## src/rv_isa_pkg.sv

```systemverilog
package rv_isa_pkg;

    // architectural widths
    typedef logic [31:0] word_t;    // data word
    typedef logic [4:0]  reg_idx_t; // x0..x31
    typedef logic [4:0]  shamt_t;   // shift amount, low five bits

    // major opcodes still handled by the core
    typedef enum logic [6:0] {
        OP     = 7'b0110011,        // register-register arithmetic
        OP_IMM = 7'b0010011,        // register-immediate arithmetic
        LUI    = 7'b0110111         // load upper immediate
    } opcode_e;

    // funct3 field
    // the same codes are shared by the register and immediate forms
    localparam logic [2:0] F3_ADD  = 3'b000; // add, sub, addi
    localparam logic [2:0] F3_SLL  = 3'b001; // sll, slli
    localparam logic [2:0] F3_SLT  = 3'b010; // slt, slti
    localparam logic [2:0] F3_SLTU = 3'b011; // sltu only, no immediate form here
    localparam logic [2:0] F3_XOR  = 3'b100; // xor, xori
    localparam logic [2:0] F3_SR   = 3'b101; // srl, sra and immediate forms
    localparam logic [2:0] F3_OR   = 3'b110; // or, ori
    localparam logic [2:0] F3_AND  = 3'b111; // and, andi

    // funct7 field
    localparam logic [6:0] F7_BASE = 7'b0000000; // normal form
    localparam logic [6:0] F7_ALT  = 7'b0100000; // sub and arithmetic shift

    // instruction field positions
    // opcode   [6:0]
    // rd       [11:7]
    // funct3   [14:12]
    // rs1      [19:15]
    // rs2      [24:20], also shamt for shift immediates
    // funct7   [31:25]
    // I-imm    [31:20], sign extended
    // U-imm    [31:12], low twelve bits zero

endpackage

```

## src/rv_core_pkg.sv

```systemverilog
package rv_core_pkg;

    // ALU operations
    // encoding is internal to the core and does not follow funct3
    typedef enum logic [3:0] {
        ADD    = 4'd0,
        SUB    = 4'd1,
        SLL    = 4'd2,
        SLT    = 4'd3,              // signed compare
        SLTU   = 4'd4,              // unsigned compare
        XOR    = 4'd5,
        SRL    = 4'd6,
        SRA    = 4'd7,
        OR     = 4'd8,
        AND    = 4'd9,
        PASS_B = 4'd10              // lui, result is operand b
    } alu_op_e;

    // operand source in execute
    typedef enum logic {
        FWD_RF = 1'b0,              // register file read port
        FWD_WB = 1'b1               // result held in write-back register
    } fwd_sel_e;

    // decoded instruction, decode to execute
    typedef struct packed {
        alu_op_e              alu_op;
        rv_isa_pkg::reg_idx_t rs1;
        rv_isa_pkg::reg_idx_t rs2;
        rv_isa_pkg::reg_idx_t rd;
        logic                 use_imm;  // operand b from imm
        rv_isa_pkg::word_t    imm;      // I- or U-immediate
        logic                 use_rs1;  // low for lui, operand a is zero
    } dec_t;

    // result, execute to write-back
    typedef struct packed {
        rv_isa_pkg::reg_idx_t rd;
        rv_isa_pkg::word_t    data;
    } wb_t;

    // pipeline overview
    // decode   loads dec_q at the edge that samples the strobe
    // execute  loads wb_q one edge later
    // wb_q drives the outputs and writes the register file at the next edge
    //
    // an instruction one slot behind its producer sees the result in wb_q,
    // later ones find it already in the register file

endpackage

```

## src/rv_core.sv

```systemverilog
`timescale 1ns/100ps

module rv_core #(
    parameter int REG_COUNT = 32                // 32 for rv32i, 16 for rv32e
) (
    input  logic                 clk,
    input  logic                 rst,
    input  logic                 instr_valid,
    input  rv_isa_pkg::word_t    instr,
    output logic                 wb_valid,
    output rv_isa_pkg::reg_idx_t wb_rd,
    output rv_isa_pkg::word_t    wb_data,
    output logic                 halt
);

    logic                  accept;
    logic                  illegal;
    logic                  ex_valid;
    rv_core_pkg::dec_t     dec_q;
    rv_core_pkg::wb_t      wb_q;
    rv_core_pkg::fwd_sel_e fwd_a;
    rv_core_pkg::fwd_sel_e fwd_b;
    rv_isa_pkg::word_t     rd1;
    rv_isa_pkg::word_t     rd2;

    assign wb_rd   = wb_q.rd;
    assign wb_data = wb_q.data;

    rv_pipe_ctrl ctrl_i (
        .clk(clk), .rst(rst), .instr_valid(instr_valid), .illegal(illegal),
        .dec_q(dec_q), .wb_q(wb_q), .accept(accept), .ex_valid(ex_valid),
        .wb_valid(wb_valid), .halt(halt), .fwd_a(fwd_a), .fwd_b(fwd_b)
    );

    rv_decode_stage #(.REG_COUNT(REG_COUNT)) dec_i (
        .clk(clk), .rst(rst), .accept(accept), .instr(instr),
        .illegal(illegal), .dec_q(dec_q)
    );

    rv_regfile #(.REG_COUNT(REG_COUNT)) rf_i (
        .clk(clk), .rst(rst), .rs1(dec_q.rs1), .rs2(dec_q.rs2),
        .rd1(rd1), .rd2(rd2), .we(wb_valid), .wr(wb_q)
    );

    rv_execute_stage ex_i (
        .clk(clk), .rst(rst), .ex_valid(ex_valid), .dec_q(dec_q),
        .rd1(rd1), .rd2(rd2), .fwd_a(fwd_a), .fwd_b(fwd_b), .wb_q(wb_q)
    );

endmodule

```

## src/rv_decode_stage.sv

```systemverilog
`timescale 1ns/100ps

module rv_decode_stage #(
    parameter int REG_COUNT = 32
) (
    input  logic              clk,
    input  logic              rst,
    input  logic              accept,
    input  rv_isa_pkg::word_t instr,
    output logic              illegal,
    output rv_core_pkg::dec_t dec_q
);

    rv_isa_pkg::opcode_e  opcode;
    logic [2:0]           funct3;
    logic [6:0]           funct7;
    rv_isa_pkg::reg_idx_t rs1;
    rv_isa_pkg::reg_idx_t rs2;
    rv_isa_pkg::reg_idx_t rd;
    rv_isa_pkg::word_t    imm_i;
    rv_isa_pkg::word_t    imm_u;
    logic                 is_op;
    logic                 is_imm;
    logic                 is_lui;
    logic                 f7_base;
    logic                 f7_alt;
    logic                 bad_f7;
    logic                 bad_reg;
    rv_core_pkg::alu_op_e alu_op;
    rv_core_pkg::dec_t    dec_d;

    // field split
    assign opcode = rv_isa_pkg::opcode_e'(instr[6:0]);
    assign rd     = instr[11:7];
    assign funct3 = instr[14:12];
    assign rs1    = instr[19:15];
    assign rs2    = instr[24:20];
    assign funct7 = instr[31:25];

    assign imm_i = {{20{instr[31]}}, instr[31:20]}; // sign extended
    assign imm_u = {instr[31:12], 12'b0};

    assign is_op   = (opcode == rv_isa_pkg::OP);
    assign is_imm  = (opcode == rv_isa_pkg::OP_IMM);
    assign is_lui  = (opcode == rv_isa_pkg::LUI);
    assign f7_base = (funct7 == rv_isa_pkg::F7_BASE);
    assign f7_alt  = (funct7 == rv_isa_pkg::F7_ALT);

    // funct7 only matters for R-type and the shift immediates
    always_comb begin
        bad_f7 = 1'b0;
        if (is_op) begin
            bad_f7 = !(f7_base || (f7_alt && (funct3 == rv_isa_pkg::F3_ADD ||
                                              funct3 == rv_isa_pkg::F3_SR)));
        end else if (is_imm && funct3 == rv_isa_pkg::F3_SLL) begin
            bad_f7 = !f7_base;                   // slli upper bits must be zero
        end else if (is_imm && funct3 == rv_isa_pkg::F3_SR) begin
            bad_f7 = !(f7_base || f7_alt);       // srli or srai
        end
    end

    // rv32e has only 16 registers
    assign bad_reg = (rd >= REG_COUNT) ||
                     ((is_op || is_imm) && rs1 >= REG_COUNT) ||
                     (is_op && rs2 >= REG_COUNT);

    assign illegal = !(is_op || is_imm || is_lui) ||
                     bad_f7 ||
                     (is_imm && funct3 == rv_isa_pkg::F3_SLTU) || // no sltiu
                     bad_reg;

    always_comb begin
        alu_op = rv_core_pkg::ADD;
        case (funct3)
            rv_isa_pkg::F3_ADD:  alu_op = (is_op && f7_alt) ? rv_core_pkg::SUB : rv_core_pkg::ADD;
            rv_isa_pkg::F3_SLL:  alu_op = rv_core_pkg::SLL;
            rv_isa_pkg::F3_SLT:  alu_op = rv_core_pkg::SLT;
            rv_isa_pkg::F3_SLTU: alu_op = rv_core_pkg::SLTU;
            rv_isa_pkg::F3_XOR:  alu_op = rv_core_pkg::XOR;
            rv_isa_pkg::F3_SR:   alu_op = f7_alt ? rv_core_pkg::SRA : rv_core_pkg::SRL;
            rv_isa_pkg::F3_OR:   alu_op = rv_core_pkg::OR;
            rv_isa_pkg::F3_AND:  alu_op = rv_core_pkg::AND;
        endcase
        if (is_lui) begin
            alu_op = rv_core_pkg::PASS_B;
        end
    end

    always_comb begin
        dec_d.alu_op  = alu_op;
        dec_d.rs1     = rs1;
        dec_d.rs2     = rs2;
        dec_d.rd      = rd;
        dec_d.use_imm = !is_op;                  // op_imm and lui
        dec_d.imm     = is_lui ? imm_u : imm_i;
        dec_d.use_rs1 = !is_lui;
    end

    always_ff @(posedge clk) begin
        if (!rst) begin
            dec_q <= '0;
        end else if (accept) begin
            dec_q <= dec_d;
        end
    end

endmodule

```

## src/rv_execute_stage.sv

```systemverilog
`timescale 1ns/100ps

module rv_execute_stage (
    input  logic                  clk,
    input  logic                  rst,
    input  logic                  ex_valid,
    input  rv_core_pkg::dec_t     dec_q,
    input  rv_isa_pkg::word_t     rd1,
    input  rv_isa_pkg::word_t     rd2,
    input  rv_core_pkg::fwd_sel_e fwd_a,
    input  rv_core_pkg::fwd_sel_e fwd_b,
    output rv_core_pkg::wb_t      wb_q
);

    rv_isa_pkg::word_t  src_a;
    rv_isa_pkg::word_t  src_b;
    rv_isa_pkg::word_t  op_a;
    rv_isa_pkg::word_t  op_b;
    rv_isa_pkg::shamt_t shamt;
    rv_isa_pkg::word_t  result;

    // forwarding mux, previous result or register file
    assign src_a = (fwd_a == rv_core_pkg::FWD_WB) ? wb_q.data : rd1;
    assign src_b = (fwd_b == rv_core_pkg::FWD_WB) ? wb_q.data : rd2;

    assign op_a  = dec_q.use_rs1 ? src_a : '0;   // zero for lui
    assign op_b  = dec_q.use_imm ? dec_q.imm : src_b;
    assign shamt = op_b[4:0];

    always_comb begin
        case (dec_q.alu_op)
            rv_core_pkg::ADD:    result = op_a + op_b;
            rv_core_pkg::SUB:    result = op_a - op_b;
            rv_core_pkg::SLL:    result = op_a << shamt;
            rv_core_pkg::SLT:    result = {31'b0, $signed(op_a) < $signed(op_b)};
            rv_core_pkg::SLTU:   result = {31'b0, op_a < op_b};
            rv_core_pkg::XOR:    result = op_a ^ op_b;
            rv_core_pkg::SRL:    result = op_a >> shamt;
            rv_core_pkg::SRA:    result = $signed(op_a) >>> shamt; // sign fill
            rv_core_pkg::OR:     result = op_a | op_b;
            rv_core_pkg::AND:    result = op_a & op_b;
            rv_core_pkg::PASS_B: result = op_b;
            default:             result = op_b;
        endcase
    end

    // write-back register
    // also the forwarding source for the next instruction
    always_ff @(posedge clk) begin
        if (!rst) begin
            wb_q <= '0;
        end else if (ex_valid) begin
            wb_q.rd   <= dec_q.rd;
            wb_q.data <= result;
        end
    end

endmodule

```

## src/rv_pipe_ctrl.sv

```systemverilog
`timescale 1ns/100ps

module rv_pipe_ctrl (
    input  logic                  clk,
    input  logic                  rst,
    input  logic                  instr_valid,
    input  logic                  illegal,
    input  rv_core_pkg::dec_t     dec_q,
    input  rv_core_pkg::wb_t      wb_q,
    output logic                  accept,
    output logic                  ex_valid,
    output logic                  wb_valid,
    output logic                  halt,
    output rv_core_pkg::fwd_sel_e fwd_a,
    output rv_core_pkg::fwd_sel_e fwd_b
);

    rv_isa_pkg::reg_idx_t wb_rd;
    logic                 wb_live;

    // strobes are dropped once halted
    assign accept = instr_valid && !halt;

    always_ff @(posedge clk) begin
        if (!rst) begin
            ex_valid <= 1'b0;
            wb_valid <= 1'b0;
            halt     <= 1'b0;
        end else begin
            ex_valid <= accept && !illegal;     // illegal one never enters execute
            wb_valid <= ex_valid;
            if (accept && illegal) begin
                halt <= 1'b1;                   // sticky until reset
            end
        end
    end

    // a live write-back to a real register
    assign wb_rd   = wb_q.rd;
    assign wb_live = wb_valid && (wb_rd != '0);

    // operand match against the write-back stage
    assign fwd_a = (wb_live && wb_rd == dec_q.rs1) ? rv_core_pkg::FWD_WB
                                                   : rv_core_pkg::FWD_RF;
    assign fwd_b = (wb_live && wb_rd == dec_q.rs2) ? rv_core_pkg::FWD_WB
                                                   : rv_core_pkg::FWD_RF;

endmodule

```

## src/rv_regfile.sv

```systemverilog
`timescale 1ns/100ps

module rv_regfile #(
    parameter int REG_COUNT = 32
) (
    input  logic                 clk,
    input  logic                 rst,
    input  rv_isa_pkg::reg_idx_t rs1,
    input  rv_isa_pkg::reg_idx_t rs2,
    output rv_isa_pkg::word_t    rd1,
    output rv_isa_pkg::word_t    rd2,
    input  logic                 we,
    input  rv_core_pkg::wb_t     wr
);

    localparam int IDX_W = $clog2(REG_COUNT);

    rv_isa_pkg::word_t regs [REG_COUNT];

    always_ff @(posedge clk) begin
        if (!rst) begin
            for (int i = 0; i < REG_COUNT; i++) begin
                regs[i] <= '0;
            end
        end else if (we && wr.rd != '0) begin   // x0 writes dropped
            regs[wr.rd[IDX_W-1:0]] <= wr.data;
        end
    end

    // combinational reads
    assign rd1 = (rs1 == '0) ? '0 : regs[rs1[IDX_W-1:0]];
    assign rd2 = (rs2 == '0) ? '0 : regs[rs2[IDX_W-1:0]];

endmodule

```

## config.mk

```make
export PLATFORM = sky130hd
export DESIGN_NAME = rv_core
export DESIGN_NICKNAME = d
export VERILOG_FILES = /design/src/rv_isa_pkg.sv /design/src/rv_core_pkg.sv /design/src/rv_core.sv /design/src/rv_decode_stage.sv /design/src/rv_execute_stage.sv /design/src/rv_pipe_ctrl.sv /design/src/rv_regfile.sv
export SDC_FILE = /design/constraint.sdc
export NUM_CORES = 2
export LEC_CHECK = 0
export ABC_AREA = 1
export BUFFER_PORTS_ARGS = -buffer_cell sky130_fd_sc_hd__clkbuf_2
export CAP_MARGIN = 5
export CORE_MARGIN = 2
export CORE_UTILIZATION = 30
export CTS_CLUSTER_DIAMETER = 40
export DETAILED_ROUTE_END_ITERATION = 8
export GPL_ROUTABILITY_DRIVEN = 0
export PLACE_DENSITY = 0.55
export SETUP_SLACK_MARGIN = 0.4
export SLEW_MARGIN = 20
export SYNTH_ARGS = -nofsm -noshare
export SYNTH_HDL_FRONTEND = slang
export SYNTH_SLANG_ARGS = --single-unit
export TNS_END_PERCENT = 50
```

## constraint.sdc

```tcl
create_clock -name clk -period 4 [get_ports clk]
set_clock_uncertainty 0.1 [all_clocks]
set_input_delay 0.4 -clock clk [delete_from_list [all_inputs] [get_ports clk]]
set_output_delay 0.4 -clock clk [all_outputs]
set_load 0.01 [all_outputs]
```

**Word level (Yosys, flattened, before mapping)**

Memory sizes are Yosys's and may differ from the RTL's. A register that Yosys moved wholly into a read port is not among the register bits.
Index checks and enable logic that the tools add are counted.

- Memory bits (read-only): 0
- Output and inout port bits: 39
- Bits in registers: 93
- Bits in latches: 0
- Word-level logic and storage cells: 106
- Memory bits (writable): 1024
- Bits of input ports: 35
- Memories: 1

- Add/subtract/negate cells: 2
- $mul: 0
- Div/mod/pow operators: 0
- Eq/ne operators: 22
- Shift operators: 3
- Muxes and demuxes: 28
- Bitwise logic cells: 3
- $lt $le $gt $ge: 2
- Reductions and logical operators: 33

Memories:

| name | depth | bits a word | read ports | clocked after Yosys merged registers in | write ports | RTL line | text |
|---|---|---|---|---|---|---|---|
| rf_i.regs | 32 | 32 | 2 | 2 | 32 | rv_regfile.sv:18 | `rv_isa_pkg::word_t regs [REG_COUNT];` |

Operators by type and width:

| kind | number |
|---|---|
| 32-bit one-hot mux with 10 select lines | 1 |
| 32-bit 2-to-1 mux | 7 |
| 32-bit less-than comparator | 2 |
| 32-bit adder | 1 |
| 32-bit bitwise AND | 1 |
| 32-bit bitwise OR | 1 |
| 4-bit one-hot mux with 8 select lines | 1 |
| 32-bit OR reduction | 1 |
| 32-bit by 5-bit left shift with 32-bit output | 1 |
| 32-bit by 5-bit right shift with 32-bit output | 1 |
| 32-bit by 5-bit >>> shifter with 32-bit output | 1 |
| 32-bit subtractor | 1 |
| 32-bit bitwise XOR | 1 |
| 31-bit 2-to-1 mux | 1 |
| 5-bit 2-to-1 mux | 5 |
| 7-bit by 6-bit equality test with 1-bit output, second input constant | 3 |
| 4-bit by 3-bit equality test with 1-bit output, second input constant | 4 |
| 3-bit equality test, second input constant | 4 |
| 1-bit 2-to-1 mux | 12 |
| 1-bit logical AND | 11 |
| 5-bit equality test | 2 |
| 5-bit zero test | 2 |
| 4-bit by 2-bit equality test with 1-bit output, second input constant | 2 |
| 4-bit equality test, second input constant | 2 |
| other kinds (11) | 25 |

**Depth between registers and ports, before layout**

- Word-level depth: 10
- Gate-level depth with buffers: 36
- Mapped depth without buffers: 32

**Modules after synthesis**

Synthesis repeated with hierarchy kept, for this count alone.

- Cells, all modules: 10007
- Area total of the unflattened synthesis: 71566.1 µm²

Modules (own cells, without submodules):

| module | area an instance (µm²) | seq. area each (µm²) | cells an instance | instances |
|---|---|---|---|---|
| rv_regfile | 56653.1 | 30749.5 | 7255 | 1 |
| rv_execute_stage | 12492.0 | 740.7 | 2409 | 1 |
| rv_decode_stage | 2125.8 | 1061.0 | 282 | 1 |
| rv_pipe_ctrl | 295.3 | 60.1 | 61 | 1 |

**Worst setup path after synthesis**

No wires, ideal clock.

- Path kind: reg2reg
- From: register (tool-made name)
- To: register ex_i.wb_q[21] (netlist name)
- Slack: -0.259 ns
- Stages on the path, launching flop included: 33
- Arrival: 4.026 ns
- Path buffers: 7
- Data required time: 3.768 ns
- Library setup time: 0.132 ns
- Path through: dfxtp_1 > buf_4 > inv_2 > buf_6 > buf_6 > buf_4 > buf_4 > clkbuf_1 > o21ai_0 > o221ai_1 > o211ai_1 > nand3_1 > nand3_1 > a22oi_2 > ha_1 > clkbuf_1 > nor2_1 > inv_1 > o21ai_0 > nor2_1 > o21ai_0 > nand2_1 > nand2_1 > inv_1 > o21ai_0 > nand2_1 > nand2_1 > nand2_1 > nand2_1 > o21ai_0 > nand3b_1 > o21ai_1 > a21oi_1

==> run_summary.xml <==
<?xml version="1.0" encoding="UTF-8"?>
<metrics>
  <group name="outcome">
    <metric name="run_status" unit="">finished with violations</metric>
    <metric name="violations" unit="">negative setup slack</metric>
  </group>
  <group name="power">
    <metric name="p_switching" unit="uW">12700</metric>
    <metric name="switching_share" unit="%">31.4</metric>
    <metric name="cell_internal_pwr" unit="uW">27800</metric>
    <metric name="worst_vdd_rail_ir_drop" unit="mV">0.425</metric>
    <metric name="power_density_over_cell_area" unit="nW/um^2">440</metric>
    <metric name="power.sequential.fraction" unit="%">33.4</metric>
    <metric name="leakagePower" unit="uW">0.0363</metric>
    <metric name="share_comb_of_total_power" unit="%">23.3</metric>
    <metric name="clockPowerShare" unit="%">43.3</metric>
  </group>
  <group name="logic_synthesis">
    <metric name="sequential_to_total_area_share_from_yosys_stat" unit="%">47.5</metric>
    <metric name="synth_flop_cell" unit="">sky130_fd_sc_hd__edfxtp_1</metric>
    <metric name="synth_cells" unit="">9005</metric>
    <metric name="yosysTopAreaCellShare" unit="%">44.5</metric>
    <metric name="synth_area_leaders" unit="">sky130_fd_sc_hd__edfxtp_1 (45%), sky130_fd_sc_hd__nand2_1 (11%), sky130_fd_sc_hd__nand3_1 (11%)</metric>
    <metric name="async_reset_ff_share" unit="%">0</metric>
    <metric name="yosysWarningCount" unit="">0</metric>
    <metric name="syn-cell-area" unit="sq um">69000</metric>
    <metric name="post-synth-top-area-cell" unit="">sky130_fd_sc_hd__edfxtp_1</metric>
    <metric name="most_frequent_cell_after_synthesis" unit="">sky130_fd_sc_hd__nand2_1</metric>
    <metric name="avgSynthCellArea" unit="sq um">7.66</metric>
    <metric name="synth_top_cells_by_count" unit="">sky130_fd_sc_hd__nand2_1 (1976), sky130_fd_sc_hd__nor2_1 (1618), sky130_fd_sc_hd__nand3_1 (1454)</metric>
    <metric name="ys_ff_latch" unit="">1127</metric>
    <metric name="synth_edf_count" unit="">1024</metric>
    <metric name="post_synth_num_cell_types" unit="">62</metric>
  </group>
  <group name="setup_path">
    <metric name="worstSetupEndpointType" unit="">flop</metric>
    <metric name="worst-path-max-fanout" unit="">17</metric>
    <metric name="worst_ep_required_time" unit="ns">4.59</metric>
    <metric name="setup_slack_of_the_worst_register_to_register_path" unit="ns">-0.76</metric>
    <metric name="critical_path_class" unit="">flop to flop</metric>
    <metric name="cp-start-kind" unit="">flop</metric>
    <metric name="arrival" unit="ns">5.35</metric>
  </group>
  <group name="job">
    <metric name="timing.max_cap.violations" unit="">0</metric>
  </group>
  <group name="final_layout">
    <metric name="postLayoutCoreUtil" unit="%">40.1</metric>
    <metric name="design.final.nets" unit="">9989</metric>
    <metric name="stdcell_area" unit="sq um">92000</metric>
    <metric name="total_of_fill_cells_in_the_finished_design" unit="">22820</metric>
    <metric name="drive_gt1_share" unit="%">21.9</metric>
    <metric name="areaGrowthSynthToFinish" unit="%">33.3</metric>
  </group>
  <group name="placement">
    <metric name="buffer_ports.inserted" unit="">73</metric>
    <metric name="detailed_place_hpwl" unit="mm">229</metric>
    <metric name="place_area" unit="sq um">81400</metric>
  </group>
  <group name="clocking">
    <metric name="clock_pin_slew_reported_for_the_worst_setup_and_hold_paths_after_clock_tree_synthesis" unit="ns">0.06</metric>
    <metric name="cts-buffers-inserted" unit="">191</metric>
    <metric name="clk_path_buf_depth" unit="">3</metric>
    <metric name="numClockSinks" unit="">1127</metric>
    <metric name="clock-root-buffer" unit="">sky130_fd_sc_hd__clkbuf_16</metric>
    <metric name="htree_levels" unit="">4</metric>
    <metric name="clock_tree_from_tritoncts" unit="">done</metric>
    <metric name="clk_latency" unit="ns">0.85</metric>
  </group>
  <group name="global_routing">
    <metric name="gr-usage-all-layers" unit="%">28.5</metric>
    <metric name="grt_start_max_net_pins" unit="">79</metric>
    <metric name="antenna_found_initial" unit="">12</metric>
    <metric name="wire_length_of_the_first_global_routing_pass" unit="mm">494</metric>
    <metric name="grt_remaining_overflow" unit="">0</metric>
    <metric name="grt_pass1_vias" unit="">71547</metric>
  </group>
  <group name="sta">
    <metric name="relSlewSlack" unit="%">39.5</metric>
    <metric name="worst_pin_slew" unit="ns">0.907</metric>
    <metric name="fmax" unit="MHz">210</metric>
    <metric name="rsz0062_at_grt" unit="">true</metric>
    <metric name="number_of_max_slew_violations_in_the_final_report" unit="">0</metric>
    <metric name="min_period" unit="ns">4.76</metric>
    <metric name="post-route-period-util" unit="%">119</metric>
    <metric name="finalSetupViolations" unit="">28</metric>
    <metric name="timing.final.hold_violations" unit="">0</metric>
    <metric name="setup_slack" unit="ns">-0.760</metric>
    <metric name="setup_total_negative_slack" unit="ns">-16.18</metric>
  </group>
  <group name="die">
    <metric name="die_w" unit="um">484</metric>
    <metric name="fp.dieH" unit="um">484</metric>
    <metric name="die_area" unit="sq um">234000</metric>
    <metric name="floorplan.initialDensity" unit="%">30.1</metric>
    <metric name="io-pin-count" unit="">74</metric>
    <metric name="fp-row-count" unit="">176</metric>
    <metric name="placeableCoreArea" unit="sq um">229000</metric>
  </group>
  <group name="drt">
    <metric name="vias_per_cell" unit="">5.83</metric>
    <metric name="wl_per_cell" unit="um">26.7</metric>
    <metric name="route.vias.total" unit="">76066</metric>
    <metric name="first_pass_iters" unit="">8</metric>
    <metric name="antenna_left" unit="">0</metric>
    <metric name="remaining_drc_errors" unit="">0</metric>
    <metric name="detail_route.iter0.violations" unit="">12580</metric>
    <metric name="wirelength" unit="mm">348</metric>
  </group>
  <group name="worst_hold_path">
    <metric name="hp-class" unit="">input port to flop</metric>
  </group>
</metrics>
## kinds of logic after synthesis
logic type,count (synthesis),share of synthesized area [%]
AOI/OAI and AO/OA,1436,12.5
other,1,0.00543
adders and majority gates,101,1.85
buffers and inverters,1181,6.99
xor gates and xnor gates,13,0.165
and+or+nand+nor,5146,31.0
DFF,1127,47.5
## placed cells by master, fill, tap and decap left out, types with 22 or more instances in the layout
master	netlist	routed
sky130_fd_sc_hd__clkinv_2	1	22
sky130_fd_sc_hd__a21oi_1	287	237
sky130_fd_sc_hd__bufinv_16	0	29
sky130_fd_sc_hd__conb_1	1	32
sky130_fd_sc_hd__ha_4	0	22
sky130_fd_sc_hd__edfxtp_1	1024	1024
sky130_fd_sc_hd__nand2_1	1976	1864
sky130_fd_sc_hd__inv_6	0	30
sky130_fd_sc_hd__dlygate4sd3_1	0	32
sky130_fd_sc_hd__o21ai_0	640	513
sky130_fd_sc_hd__o21ai_1	37	132
sky130_fd_sc_hd__buf_12	0	159
sky130_fd_sc_hd__dfxtp_1	103	88
sky130_fd_sc_hd__buf_4	23	1037
sky130_fd_sc_hd__ha_1	99	73
sky130_fd_sc_hd__o211ai_1	135	135
sky130_fd_sc_hd__inv_1	390	360
sky130_fd_sc_hd__o22ai_1	69	69
sky130_fd_sc_hd__nand3_1	1454	1356
sky130_fd_sc_hd__o221ai_1	161	158
sky130_fd_sc_hd__nor2_2	2	28
sky130_fd_sc_hd__nand3_2	5	92
sky130_fd_sc_hd__o21ai_2	1	26
sky130_fd_sc_hd__clkbuf_16	0	200
sky130_fd_sc_hd__buf_6	11	49
sky130_fd_sc_hd__clkbuf_2	0	72
sky130_fd_sc_hd__nor2_1	1618	1578
sky130_fd_sc_hd__nand2_2	5	113
sky130_fd_sc_hd__a21oi_2	3	41
sky130_fd_sc_hd__inv_2	14	32
sky130_fd_sc_hd__nand4_1	22	22
## metal layers
layer | global-route usage [%] | vias up | part of all wire [%]
li1 | - | 32569 | -
met1 | 37.2 | 36252 | 37
met2 | 41.4 | 6019 | 42
met3 | 8.15 | 1222 | 14
met4 | 17.7 | 4 | 7.0
met5 | 0 | - | 0.0063
## area by class of cell
type / instances / area [sq um] / area share [%]
timing repair buffer: 1393 / 13300 / 14.4
inverter: 409 / 1620 / 1.76
tap: 3026 / 3790 / 4.11
sequential: 1127 / 32900 / 35.7
timing repair inverter: 3 / 41.3 / 0.0449
antenna: 3 / 7.51 / 0.00816
clock buffer: 217 / 5000 / 5.43
clock inverter: 141 / 1820 / 1.98
multi-input combinational: 6728 / 33600 / 36.5
## through the flow
stage / total power (uW) / setup WS, ns / instances / hold WS (ns)
final: 40500 / -0.760 / 13047 / 0.0426
after global routing: 41600 / -0.861 / 13045 / 0.0929
after CTS: 39900 / -0.554 / 13021 / 0.0119
after detailed placement: 21900 / -0.977 / 12557 / 0.357
after global placement: 21900 / -1.03 / 12557 / 0.355
after floorplan: 17900 / 0.181 / 9036 / 0.341
## power groups by stage
stage | logic [uW] | registers, uW | clock network [uW]
finish | 9460 | 13500 | 17500
global route | 9900 | 13500 | 18100
floorplan | 4310 | 13600 | 0
CTS | 8860 | 13500 | 17600
global placement | 8160 | 13700 | 0
detailed placement | 8210 | 13700 | 0
## final timing paths
path,start,end,cells after the start
setup / recovery,flop,ex_i.wb_q[28]$_SDFFE_PN0P_,23
hold / removal,instr[4],ctrl_i.ex_valid$_SDFF_PN0_,5
setup reg to reg,flop,ex_i.wb_q[28]$_SDFFE_PN0P_,23
hold reg to reg,dec_i.dec_q[32]$_SDFFE_PN0P_,dec_i.dec_q[32]$_SDFFE_PN0P_,2
## registers in the layout, summed over array words and instances, names as in the netlist, named ones only
signal	cells
rf_i.regs	1024
dec_i.dec_q	53
ex_i.wb_q	37
ctrl_i.ex_valid	1
ctrl_i.halt	1
ctrl_i.wb_valid	1
## critical path, cell delays in order (launching register included)
cell and delay [ns]:
sky130_fd_sc_hd__dfxtp_4 0.40, sky130_fd_sc_hd__buf_4 0.19, sky130_fd_sc_hd__inv_4 0.09, sky130_fd_sc_hd__buf_12 0.19, sky130_fd_sc_hd__buf_12 0.21, sky130_fd_sc_hd__buf_4 0.21
sky130_fd_sc_hd__o221ai_1 0.15, sky130_fd_sc_hd__nand3_1 0.17, sky130_fd_sc_hd__nand3_1 0.26, sky130_fd_sc_hd__nand3_1 0.23, sky130_fd_sc_hd__o211ai_1 0.11, sky130_fd_sc_hd__o21a_1 0.17
sky130_fd_sc_hd__ha_4 0.30, sky130_fd_sc_hd__buf_4 0.15, sky130_fd_sc_hd__nand2_1 0.10, sky130_fd_sc_hd__buf_4 0.15, sky130_fd_sc_hd__nor3_1 0.44, sky130_fd_sc_hd__nand4_1 0.36
sky130_fd_sc_hd__nand2_1 0.14, sky130_fd_sc_hd__nand2_1 0.06, sky130_fd_sc_hd__nand3_1 0.07, sky130_fd_sc_hd__nand3b_1 0.09, sky130_fd_sc_hd__o21ai_1 0.15, sky130_fd_sc_hd__a21oi_1 0.08
## what timing repair did
| item | in CTS | in global routing |
|---|---|---|
| buffers inserted | 56 | 18 |
| resized for setup | 387 | 184 |
| cloned | 18 | 5 |
| setup endpoints to repair | 32 | 32 |
| hold buffers | 32 | 0 |
| endpoints found under the hold margin | 67 | 0 |
| pin swaps | 116 | 73 |
(Power assumes the default switching activity.)
